**src/source/adc_pkg.sv**
```systemverilog
//--------------------------------------------------
// Sample stream definitions
// Widths, saturation limit, filter output struct
//--------------------------------------------------
package adc_pkg;

	//--------------------------------------------------
	// Sample format
	//--------------------------------------------------
	// Unsigned sample as an ADC would deliver it
	localparam int SAMPLE_W = 14;
	// Saturation value, all ones
	localparam logic [SAMPLE_W-1:0] SAMPLE_MAX = '1;

	//--------------------------------------------------
	// Filter widths
	//--------------------------------------------------
	// Largest boxcar window exponent
	localparam int MAX_WIN_LOG2 = 6;
	// Room for 2^MAX_WIN_LOG2 full scale samples
	localparam int SUM_W = SAMPLE_W + MAX_WIN_LOG2;
	// One extra bit for the sign of a difference
	localparam int DIFF_W = SAMPLE_W + 1;

	// Both filter results, leaving the top level together
	typedef struct packed {
		logic [SUM_W-1:0] sum;
		logic signed [DIFF_W-1:0] diff;
	} filter_out_t;

endpackage

```
**src/source/cfg_pkg.sv**
```systemverilog
//--------------------------------------------------
// Configuration port definitions
// Register map, handshake states, pulse settings
//--------------------------------------------------
package cfg_pkg;

	// Register map of the configuration port
	typedef enum logic [1:0] {
		// Bit 0 enable, bit 1 overlay
		REG_CTRL   = 2'd0,
		// Pulse amplitude in sample units
		REG_AMPL   = 2'd1,
		// Trigger period in clocks
		REG_PERIOD = 2'd2
	} cfg_addr_e;

	// Four-phase handshake states of the register block
	typedef enum logic [1:0] {
		IDLE      = 2'd0,
		ACK_HIGH  = 2'd1,
		WAIT_DROP = 2'd2
	} hs_state_e;

	// Period counter width
	localparam int PERIOD_W = 16;

	// Settings that steer the pulse source
	typedef struct packed {
		logic enable;
		logic overlay;
		logic [adc_pkg::SAMPLE_W-1:0] ampl;
		logic [PERIOD_W-1:0] period;
	} pulse_cfg_t;

endpackage

```
**src/source/cfg_regs.sv**
```systemverilog
//--------------------------------------------------
// Pulse configuration register block
// Written through a four-phase req/ack port
//--------------------------------------------------
`timescale 1ns/1ps

module cfg_regs (
	input  logic                 clk,
	input  logic                 rst_n,
	// Configuration port
	input  logic                 cfg_req,
	input  cfg_pkg::cfg_addr_e   cfg_addr,
	input  logic [15:0]          cfg_wdata,
	output logic                 cfg_ack,
	// Settings to the pulse source
	output cfg_pkg::pulse_cfg_t  cfg
);
	import cfg_pkg::*;
	import adc_pkg::*;

	hs_state_e state;
	// A request is taken when the port is idle
	logic take_req;

	//--------------------------------------------------
	// Handshake FSM
	//--------------------------------------------------
	// WAIT_DROP marks the cycle after ack fell
	// A fresh request there is served at once
	assign take_req = cfg_req && (state == IDLE || state == WAIT_DROP);

	always_ff @(posedge clk) begin
		if (!rst_n) begin
			state <= IDLE;
			cfg_ack <= 1'b0;
		end else begin
			case (state)
				IDLE, WAIT_DROP: begin
					if (cfg_req) begin
						state <= ACK_HIGH;
						cfg_ack <= 1'b1;
					end else begin
						state <= IDLE;
					end
				end
				ACK_HIGH: begin
					// Held here as long as the master keeps req high
					if (!cfg_req) begin
						state <= WAIT_DROP;
						cfg_ack <= 1'b0;
					end
				end
				default: begin
					state <= IDLE;
					cfg_ack <= 1'b0;
				end
			endcase
		end
	end

	//--------------------------------------------------
	// Register write
	//--------------------------------------------------
	// Same edge as the rising ack
	always_ff @(posedge clk) begin
		if (!rst_n) begin
			cfg <= '0;
		end else if (take_req) begin
			case (cfg_addr)
				REG_CTRL: begin
					cfg.enable <= cfg_wdata[0];
					cfg.overlay <= cfg_wdata[1];
				end
				REG_AMPL:   cfg.ampl <= cfg_wdata[SAMPLE_W-1:0];
				REG_PERIOD: cfg.period <= cfg_wdata[PERIOD_W-1:0];
				// Unmapped address, handshake only
				default: ;
			endcase
		end
	end

	//--------------------------------------------------
	// Protocol checks
	//--------------------------------------------------
	// Ack answers a request seen on the previous edge
	ack_rise_on_req: assert property (@(posedge clk) disable iff (!rst_n)
		$rose(cfg_ack) |-> $past(cfg_req));
	// Ack only falls once the master let go of req
	ack_fall_on_drop: assert property (@(posedge clk) disable iff (!rst_n)
		$fell(cfg_ack) |-> !$past(cfg_req));

endmodule

```
**src/source/pulse_gen.sv**
```systemverilog
//--------------------------------------------------
// Periodic exponential pulse source
// Restart or pile-up at each trigger, shift decay
//--------------------------------------------------
`timescale 1ns/1ps

module pulse_gen #(
	parameter int DECAY_SHIFT = 3
) (
	input  logic                          clk,
	input  logic                          rst_n,
	input  cfg_pkg::pulse_cfg_t           cfg,
	output logic [adc_pkg::SAMPLE_W-1:0]  sample
);
	import adc_pkg::*;
	import cfg_pkg::*;

	logic [PERIOD_W-1:0] period_cnt;
	logic [PERIOD_W-1:0] period_last;
	logic trigger;
	logic [SAMPLE_W-1:0] decayed;
	// One bit wider to catch the overflow
	logic [SAMPLE_W:0] piled;
	logic [SAMPLE_W-1:0] sample_next;

	//--------------------------------------------------
	// Trigger timing
	//--------------------------------------------------
	// Fires every period clocks, counter wraps on it
	assign period_last = cfg.period - PERIOD_W'(1);
	assign trigger = cfg.enable && (period_cnt == period_last);

	always_ff @(posedge clk) begin
		if (!rst_n) begin
			period_cnt <= '0;
		end else if (!cfg.enable || trigger) begin
			period_cnt <= '0;
		end else begin
			period_cnt <= period_cnt + PERIOD_W'(1);
		end
	end

	//--------------------------------------------------
	// Sample update
	//--------------------------------------------------
	always_comb begin
		// y - y/2^DECAY_SHIFT
		decayed = sample - (sample >> DECAY_SHIFT);
		piled = {1'b0, decayed} + {1'b0, cfg.ampl};
		if (!cfg.enable)
			sample_next = '0;
		else if (trigger && cfg.overlay)
			// Pile on the tail, clip at full scale
			sample_next = piled[SAMPLE_W] ? SAMPLE_MAX : piled[SAMPLE_W-1:0];
		else if (trigger)
			sample_next = cfg.ampl;
		else
			sample_next = decayed;
	end

	always_ff @(posedge clk) begin
		if (!rst_n)
			sample <= '0;
		else
			sample <= sample_next;
	end

	//--------------------------------------------------
	// Checks against the register settings
	//--------------------------------------------------
	// Disabled source is silent from the next edge
	off_means_zero: assert property (@(posedge clk) disable iff (!rst_n)
		!$past(cfg.enable) |-> sample == '0);
	// Without overlay a pulse never grows beyond ampl
	no_overlay_bound: assert property (@(posedge clk) disable iff (!rst_n)
		!$past(cfg.overlay) |->
			(sample <= $past(sample)) || (sample <= $past(cfg.ampl)));

endmodule

```
**src/source/moving_sum_filter.sv**
```systemverilog
//--------------------------------------------------
// Boxcar filter
// Running sum over 2^WIN_LOG2 samples
//--------------------------------------------------
`timescale 1ns/1ps

module moving_sum_filter #(
	parameter int WIN_LOG2 = 3
) (
	input  logic                          clk,
	input  logic                          rst_n,
	input  logic [adc_pkg::SAMPLE_W-1:0]  in_sample,
	output logic [adc_pkg::SUM_W-1:0]     sum
);
	import adc_pkg::*;

	localparam int WIN = 1 << WIN_LOG2;
	// Largest sum a full window of full scale can give
	localparam logic [SUM_W-1:0] SUM_LIMIT = SUM_W'(SAMPLE_MAX) * SUM_W'(WIN);

	//--------------------------------------------------
	// Window history
	//--------------------------------------------------
	// Entry 0 newest, entry WIN-1 about to leave
	logic [SAMPLE_W-1:0] hist [WIN];

	always_ff @(posedge clk) begin
		if (!rst_n) begin
			for (int i = 0; i < WIN; i++)
				hist[i] <= '0;
		end else begin
			hist[0] <= in_sample;
			for (int i = 1; i < WIN; i++)
				hist[i] <= hist[i-1];
		end
	end

	//--------------------------------------------------
	// Accumulator
	//--------------------------------------------------
	// Add the arriving sample, drop the oldest one
	always_ff @(posedge clk) begin
		if (!rst_n)
			sum <= '0;
		else
			sum <= sum + SUM_W'(in_sample) - SUM_W'(hist[WIN-1]);
	end

	// Accumulator stays consistent with the history
	sum_in_range: assert property (@(posedge clk) disable iff (!rst_n)
		sum <= SUM_LIMIT);

endmodule

```
**src/source/delay_diff_filter.sv**
```systemverilog
//--------------------------------------------------
// Delay-difference shaper
// x[n] - x[n-DIFF_DELAY], registered, signed
//--------------------------------------------------
`timescale 1ns/1ps

module delay_diff_filter #(
	parameter int DIFF_DELAY = 5
) (
	input  logic                                clk,
	input  logic                                rst_n,
	input  logic [adc_pkg::SAMPLE_W-1:0]        in_sample,
	output logic signed [adc_pkg::DIFF_W-1:0]   diff
);
	import adc_pkg::*;

	//--------------------------------------------------
	// Delay line
	//--------------------------------------------------
	// Entry k holds the sample from k+1 clocks back
	logic [SAMPLE_W-1:0] dly [DIFF_DELAY];
	logic signed [DIFF_W-1:0] cur_s;
	logic signed [DIFF_W-1:0] old_s;

	always_ff @(posedge clk) begin
		if (!rst_n) begin
			for (int i = 0; i < DIFF_DELAY; i++)
				dly[i] <= '0;
		end else begin
			dly[0] <= in_sample;
			for (int i = 1; i < DIFF_DELAY; i++)
				dly[i] <= dly[i-1];
		end
	end

	//--------------------------------------------------
	// Difference
	//--------------------------------------------------
	// Zero extend before the signed subtract
	assign cur_s = $signed({1'b0, in_sample});
	assign old_s = $signed({1'b0, dly[DIFF_DELAY-1]});

	// Slow tail cancels, leaving a short pulse
	always_ff @(posedge clk) begin
		if (!rst_n)
			diff <= '0;
		else
			diff <= cur_s - old_s;
	end

endmodule

```
**src/source/filter_bench_top.sv**
```systemverilog
//--------------------------------------------------
// Filter bench top level
// Registers, pulse source, boxcar and delay-diff
//--------------------------------------------------
`timescale 1ns/1ps

module filter_bench_top #(
	parameter int DECAY_SHIFT = 3,
	parameter int WIN_LOG2 = 3,
	parameter int DIFF_DELAY = 5
) (
	input  logic                          clk,
	input  logic                          rst_n,
	// Configuration port
	input  logic                          cfg_req,
	input  cfg_pkg::cfg_addr_e            cfg_addr,
	input  logic [15:0]                   cfg_wdata,
	output logic                          cfg_ack,
	// Raw and filtered streams
	output logic [adc_pkg::SAMPLE_W-1:0]  sample,
	output adc_pkg::filter_out_t          fout
);
	import cfg_pkg::*;

	// Settings from the register block
	pulse_cfg_t cfg;

	//--------------------------------------------------
	// Configuration
	//--------------------------------------------------
	cfg_regs u_cfg_regs (
		.clk       (clk),
		.rst_n     (rst_n),
		.cfg_req   (cfg_req),
		.cfg_addr  (cfg_addr),
		.cfg_wdata (cfg_wdata),
		.cfg_ack   (cfg_ack),
		.cfg       (cfg)
	);

	//--------------------------------------------------
	// Source and filters
	//--------------------------------------------------
	pulse_gen #(.DECAY_SHIFT(DECAY_SHIFT)) u_pulse_gen (
		.clk    (clk),
		.rst_n  (rst_n),
		.cfg    (cfg),
		.sample (sample)
	);

	// Both filters see the same raw stream
	moving_sum_filter #(.WIN_LOG2(WIN_LOG2)) u_moving_sum (
		.clk       (clk),
		.rst_n     (rst_n),
		.in_sample (sample),
		.sum       (fout.sum)
	);

	delay_diff_filter #(.DIFF_DELAY(DIFF_DELAY)) u_delay_diff (
		.clk       (clk),
		.rst_n     (rst_n),
		.in_sample (sample),
		.diff      (fout.diff)
	);

endmodule

```
**config.mk**
```make
export PLATFORM = sky130hd
export DESIGN_NAME = filter_bench_top
export DESIGN_NICKNAME = d
export VERILOG_FILES = /design/src/source/adc_pkg.sv /design/src/source/cfg_pkg.sv /design/src/source/cfg_regs.sv /design/src/source/pulse_gen.sv /design/src/source/moving_sum_filter.sv /design/src/source/delay_diff_filter.sv /design/src/source/filter_bench_top.sv
export SDC_FILE = /design/constraint.sdc
export NUM_CORES = 1
export LEC_CHECK = 0
export BUFFER_PORTS_ARGS = -buffer_cell sky130_fd_sc_hd__buf_2
export CAP_MARGIN = 20
export CORE_MARGIN = 5
export CORE_UTILIZATION = 54
export DETAILED_ROUTE_END_ITERATION = 10
export HOLD_SLACK_MARGIN = 0.02
export PLACE_DENSITY = 0.75
export SLEW_MARGIN = 20
export SYNTH_ARGS = -nofsm -noshare
export SYNTH_HDL_FRONTEND = slang
export SYNTH_SLANG_ARGS = --single-unit
```
**constraint.sdc**
```tcl
create_clock -name clk -period 3.63 [get_ports clk]
set_input_delay 0 -clock clk [delete_from_list [all_inputs] [get_ports clk]]
set_output_delay 0 -clock clk [all_outputs]
set_load 0.02 [all_outputs]
```
# [Yosys cells after proc, flatten, opt, wreduce, memory -nomap -nowiden]
# Memories as Yosys holds them, arrays and structs flattened.
# Cells that the tools add are included.
[word_totals] ff_bits=100 mem_bits_rw=182 in_bits=21 output_inout_bits=50 memories=2
[classes] add_sub_neg=7 eq_ne=7 n_mux=24 n_bitwise=14 reduce_logical=15
[mem_list] memory="u_moving_sum.hist" depth=8 word_bits=14 rd=8 rd_clocked_by_memory_dff=0 wr=8 line_no="moving_sum_filter.sv:25" source="logic [SAMPLE_W-1:0] hist [WIN];"
[mem_list] memory="u_delay_diff.dly" depth=5 word_bits=14 rd=5 rd_clocked_by_memory_dff=0 wr=5 line_no="delay_diff_filter.sv:21" source="logic [SAMPLE_W-1:0] dly [DIFF_DELAY];"
[ops] cell="$mux W14" n=16
[ops] cell="$add A20 B14 Y20" n=1
[ops] cell="$sub A20 B14 Y20" n=1
[ops] cell="$add A16 B1 Y16 const B" n=1
[ops] cell="$eq A16 B16 Y1" n=1
[ops] cell="$sub A16 B1 Y16 const B" n=1
[ops] cell="$add A14 B14 Y15" n=1
[ops] cell="$sub A14 B14 Y15" n=1
[ops] cell="$sub A14 B11 Y14" n=1
[ops] cell="$or A1 B1 Y1" n=13
[ops] cell="$reduce_and A2 Y1" n=5
[ops] cell="$mux W1" n=5
[ops] cell="$eq A2 B1 Y1 const B" n=2
[ops] cell="$eq A2 B2 Y1 const B" n=2
[ops] cell="$logic_not A2 Y1" n=2
[ops] cell="$ne A2 B2 Y1 const B" n=2
[ops] cell="$pmux W2 S2" n=1
[ops] cell="$reduce_or A2 Y1" n=2
[ops] cell="$logic_and A1 B1 Y1" n=3
[ops] cell="$logic_or A1 B1 Y1" n=2
[ops] cell="$mux W2" n=1
[ops] cell="$pmux W1 S2" n=1
[ops] cell="$logic_not A1 Y1" n=1
[ops] cell="$not A1 Y1" n=1

# [Logic depth before layout (Yosys ltp)]
[logic_depth] ltp_word=5 depth_mapped=21 depth_no_buf=20

# [Modules after synthesis]
# Synthesis repeated with hierarchy kept, for this count alone.
[unflattened] hier_cells=1341 hier_area_um2=12632.1
[modules_own_cells] module="moving_sum_filter" n_inst=1 cells_each=511 area_per_inst_um2=5068.6
[modules_own_cells] module="delay_diff_filter" n_inst=1 cells_each=293 area_per_inst_um2=3040.4
[modules_own_cells] module="pulse_gen" n_inst=1 cells_each=385 area_per_inst_um2=3026.7
[modules_own_cells] module="cfg_regs" n_inst=1 cells_each=152 area_per_inst_um2=1496.4

# [Worst setup path after synthesis]
# No wires, ideal clock.
[synth_timing] path_kind="reg-to-reg" startpoint="reg u_pulse_gen.sample[5] in the netlist's numbering" endpoint="reg u_pulse_gen.sample[12] in the netlist's numbering" setup_ns=0.125 arrival_ns=3.838 path_slack_ns=-0.333 path_stages_with_launch=21 synth_period_minus_slack_ns=3.963 path_cell_list="dfxtp_1 -> inv_1 -> ha_1 -> nor2b_1 -> o21ai_0 -> a21oi_1 -> o41ai_1 -> o21ai_0 -> a21o_1 -> xnor2_1 -> inv_1 -> ha_1 -> nand2_1 -> nor2_1 -> a21oi_1 -> a31oi_1 -> o21ai_0 -> nand3_1 -> clkbuf_1 -> o22ai_1 -> o22ai_2"
[synth_between] elab_chain_len=4 word_cells_on_any_way=5 cone_classes="add/sub (2); mux (3)"
[synth_lines] item="start: declaration" line_no="pulse_gen.sv:13" source="output logic [adc_pkg::SAMPLE_W-1:0] sample"
[synth_lines] item="start signal: assignment" line_no="pulse_gen.sv:65" source="sample <= sample_next;"
[synth_lines] item="$sub A14 B11 Y14 *" line_no="pulse_gen.sv:48" source="decayed = sample - (sample >> DECAY_SHIFT);"
[synth_lines] item="$add A14 B14 Y15" line_no="pulse_gen.sv:49" source="piled = {1'b0, decayed} + {1'b0, cfg.ampl};"
[synth_lines] item="$mux W14" line_no="pulse_gen.sv:54" source="sample_next = piled[SAMPLE_W] ? SAMPLE_MAX : piled[SAMPLE_W-1:0];"
[synth_lines] item="$mux W14 *" line_no="pulse_gen.sv:52" source="else if (trigger && cfg.overlay)"
# Mark *: on every way between the ends. The rest lies on a longest branch, timed or not.
# A chain may end at the register's enable or synchronous reset.

# [Worst setup path after layout]
[layout_timing] startpoint="reg u_pulse_gen.sample[4] in the netlist's numbering" endpoint="reg u_pulse_gen.sample[10] in the netlist's numbering"
# The elaborated chain is that of the path after synthesis.

==> qor.log <==
qor: placement.gp_routability_congestion 0.862
qor: die.core-area 0.0179 mm2
qor: die.die_y 145 um
qor: timing.fmaxAchievable 0.272 GHz
qor: worst_setup_path.rr_startpoint u_pulse_gen.sample[4]$_SDFF_PN0_
qor: logic_synthesis.syn-cell-area 0.00978 mm2
qor: logic_synthesis.async_reset_ff_share 0%
qor: die.rows 49
qor: timing.summed_negative_setup_slack_over_all_endpoints -0.230 ns
qor: timing.period_share 101%
qor: placement.hpwlAfterDp 14900 um
qor: pwr.power-per-cell-area 473 mW/mm2
qor: finish.finish.net_count 1310
qor: finish.final-seq-area 0.00426 mm2
qor: worst_setup_path.worstSetupEndpointType register
qor: worst_setup_path.worst_path_max_delay_cell sky130_fd_sc_hd__a2111o_1
qor: global_route.gr-total-overflow 0
qor: finish.insertedDiodeCount 0
qor: logic_synthesis.ys_seq_elements 212
qor: logic_synthesis.synth_edf_count 0
qor: timing.fin_worst_skew 0.0114 ns
qor: die.full_die_area 0.0209 mm2
qor: finish.layout-area-overhead-vs-synth 22.1%
qor: global_route.first_global_vias 7420
qor: worst_setup_path.critical_path.cell_chain inv_4 > ha_4 > a21o_1 > a31oi_4 > a2111o_1 > and3_1 > xor2_2 > inv_2 > ha_1 > a21oi_1 > nor2_1 > a21oi_2 > a31oi_1 > o21ai_1 > nand3_2 > buf_6 > o22ai_1 > o22ai_2
qor: finish.fillerInstances 1416
qor: finish.multi_input_comb_area 0.00528 mm2
qor: logic_synthesis.synth_sequential_area_ratio 43.4%
qor: placement.numPlacedInstances 1383
qor: timing.final_period_minus_worst_setup_slack 3.67 ns
qor: logic_synthesis.yosys-top-cells-area sky130_fd_sc_hd__dfxtp_1, sky130_fd_sc_hd__ha_1, sky130_fd_sc_hd__and2_1, sky130_fd_sc_hd__nor2_1, sky130_fd_sc_hd__inv_1
qor: finish.post_layout_nonfiller_instances 1452
qor: die.die_width 145 um
qor: routing.wl 21900 um
qor: logic_synthesis.post-synth-top-area-fraction 43.4%
qor: worst_setup_path.timing.reg2reg.setup_slack -0.04 ns
qor: logic_synthesis.syn-instance-count 1085
qor: timing.slew_viol_final 0
qor: pwr.ir_drop 0.000486 V
qor: clock_tree.worst_setup_hold_path_clk_slew 0.06 ns
qor: worst_setup_path.worstReg2RegEnd u_pulse_gen.sample[10]$_SDFF_PN0_
qor: routing.route.detailed.drc 0
qor: timing.slew-limit-headroom 38.6%
qor: timing.post-route-worst-setup-slack -0.0419 ns
qor: logic_synthesis.synthesis.area_per_instance 9.01 um2
qor: clock_tree.cts-buffers-inserted 24
qor: outcome.status complete, but fails checks
qor: die.initial_utilization 54.6%
qor: logic_synthesis.post-synth-top-area-cell sky130_fd_sc_hd__dfxtp_1
qor: worst_setup_path.worst-setup-path-type reg -> reg
qor: worst_setup_path.critical_path.startpoint_type register
qor: timing.rsz0062_at_grt true
qor: routing.detail_route.wl_per_cell 15.1 um
qor: worst_setup_path.worstSetupStartpoint u_pulse_gen.sample[4]$_SDFF_PN0_
qor: timing.max_slew.worst_pin.slew 0.920 ns
qor: clock_tree.cts_root_buffer sky130_fd_sc_hd__clkbuf_16
qor: global_route.groute.usage.overall 20.6%
qor: global_route.grt_max_degree 95
qor: worst_setup_path.worstSetupPathDepth 18
qor: finish.stdcell_area 0.0119 mm2
qor: finish.commonest_non_fill_non_tap_cell_in_the_layout sky130_fd_sc_hd__dfxtp_1
qor: placement.place_area 0.0106 mm2
qor: worst_setup_path.required 4.02 ns
qor: logic_synthesis.post_synth_num_cell_types 62
qor: worst_setup_path.critPathMaxStageDelay 0.47 ns
qor: worst_setup_path.critical_path.top_delay_family compound AO/OA/AOI/OAI gates
qor: logic_synthesis.synth.net_count 1185
qor: routing.vias 7595
qor: global_route.global_route.usage.met1 28.4%
qor: job.maxCapViolations 0
qor: routing.first_pass_iters 5
qor: clock_tree.cts_tree done
qor: global_route.gr-usage-met3 3.80%
qor: finish.layout-drive-gt1-share 18.5%
qor: global_route.first_pass_grt_wire_length 35400 um
qor: placement.io_buffers 70
qor: routing.drt-initial-drc-count 388
qor: outcome.failed_checks setup timing
qor: global_route.grt.busiest_layer met2
qor: worst_setup_path.capture_point_of_the_critical_path u_pulse_gen.sample[10]$_SDFF_PN0_
qor: timing.report.final.setup_viol 12
qor: clock_tree.htreeDepth 1
qor: timing.final_hold_viol_count 0
qor: clock_tree.clk_path_buf_depth 3
qor: global_route.antenna_found_initial 0
qor: global_route.use_met2 33.1%
qor: hold_path.hold_path.class in -> reg
qor: logic_synthesis.yosys_warnings 0
qor: worst_setup_path.critPathArrivalTime 4.06 ns
qor: pwr.p_total 0.00564 W
qor: clock_tree.clock_sink_count 212
qor: worst_setup_path.critical_path.max_fanout 6
qor: worst_setup_path.worst-path-buf-inv 3
qor: routing.route.antenna.remaining_nets 0
qor: pwr.power_leakage 5.15 nW
qor: worst_setup_path.rr_worst_depth 18
qor: die.floorplan.io_pins 71
qor: logic_synthesis.synth_top_flop_cell sky130_fd_sc_hd__dfxtp_1
qor: finish.layout_common_cells sky130_fd_sc_hd__dfxtp_1, sky130_fd_sc_hd__nor2_1, sky130_fd_sc_hd__inv_1
qor: clock_tree.worst_skew_pair.late_latency 0.51 ns
qor: routing.avgViaCountPerCell 5.23
routing by layer:
metal  vias up  share of wire (%)
met4         0                3.0
met2       161                 46
li1       3828                  -
met5         -                  0
met1      3562                 46
met3        44                4.8
per-stage QoR:
stage,hold slack (ns),setup slack [ns],utilization (%)
2_1_floorplan,0.0793,0.0261,-
3_3_place_gp,0.201,-0.0333,59.0
3_5_place_dp,0.202,-0.0880,59.0
4_1_cts,0.195,0.00390,65.1
5_1_grt,0.228,-0.275,66.7
6_report,0.167,-0.0419,66.7
cells in the mapped netlist (all sizes together) (15+ instances only):
master  count
inv       104
xnor2      41
nor3       23
nand2      94
dfxtp     212
xor2       36
clkbuf     29
a21oi      69
fa         17
o21ai      29
ha         62
nand3      15
nor2      109
o22ai      24
and2       88
where the power goes:
| group | internal, W | switching, W | total, W | leakage (nW) |
|---|---|---|---|---|
| Clock | 0.00158 | 0.000935 | 0.00252 | 0.401 |
| Combinational | 0.000317 | 0.000392 | 0.000708 | 3.03 |
| Sequential | 0.00238 | 0.0000435 | 0.00242 | 1.71 |
| Total | 0.00427 | 0.00137 | 0.00564 | 5.15 |
state kept, by name, indices dropped and copies added (netlist names):
name                    flops
u_pulse_gen.period_cnt     16
u_cfg_regs.cfg_ack          1
u_delay_diff.diff          15
u_moving_sum.sum           20
u_cfg_regs.cfg             32
u_cfg_regs.state            2
u_pulse_gen.sample         14
u_moving_sum.hist         112
what timing repair did:
item	CTS	global route
gates resized for setup	8	47
cloned	0	1
endpoints found under the hold margin	35	0
endpoints found under the setup margin	14	17
pin swaps	3	23
buffers inserted	1	7
hold buffers	21	0
cell type report:
type	instances	share of cell area [%]
Clock buffer	32	5.96
Clock inverter	7	1.04
Inverter	104	3.30
Multi-Input combinational cell	734	44.2
Sequential cell	212	35.6
Tap cell	229	2.40
Timing Repair Buffer	134	7.46
kinds of logic after synthesis:
logic type | after synthesis | synth area share, %
compound gates | 189 | 12.6
xor+xnor | 77 | 6.90
fa+ha+maj | 79 | 11.4
buf+inv | 139 | 5.48
flops | 212 | 43.4
mux | 7 | 0.717
simple gates | 382 | 19.5
worst min path at each step:
stage          slack (ns)                               end  startpoint  depth (start not counted)
2_1_floorplan        0.08  u_cfg_regs.state[1]$_SDFFE_PN0P_     cfg_req                          1
3_3_place_gp         0.20  u_cfg_regs.state[1]$_SDFFE_PN0P_     cfg_req                          2
3_5_place_dp         0.20  u_cfg_regs.state[1]$_SDFFE_PN0P_     cfg_req                          2
4_1_cts              0.19   u_moving_sum.sum[19]$_SDFF_PN0_       rst_n                          4
5_1_grt              0.23  u_cfg_regs.state[1]$_SDFFE_PN0P_     cfg_req                          3
6_report             0.17   u_moving_sum.sum[19]$_SDFF_PN0_       rst_n                          4
worst register-to-register path: cells and delay by family (launching register included):
kind | cells | cell delay, ns
and+or+nand+nor | 3 | 0.46
xor gates and xnor gates | 1 | 0.19
DFF | 1 | 0.37
AOI/OAI and AO/OA | 9 | 1.67
adders and majority gates | 2 | 0.52
buffers and inverters | 3 | 0.35
Note: power is estimated with default switching activity, not from simulation.
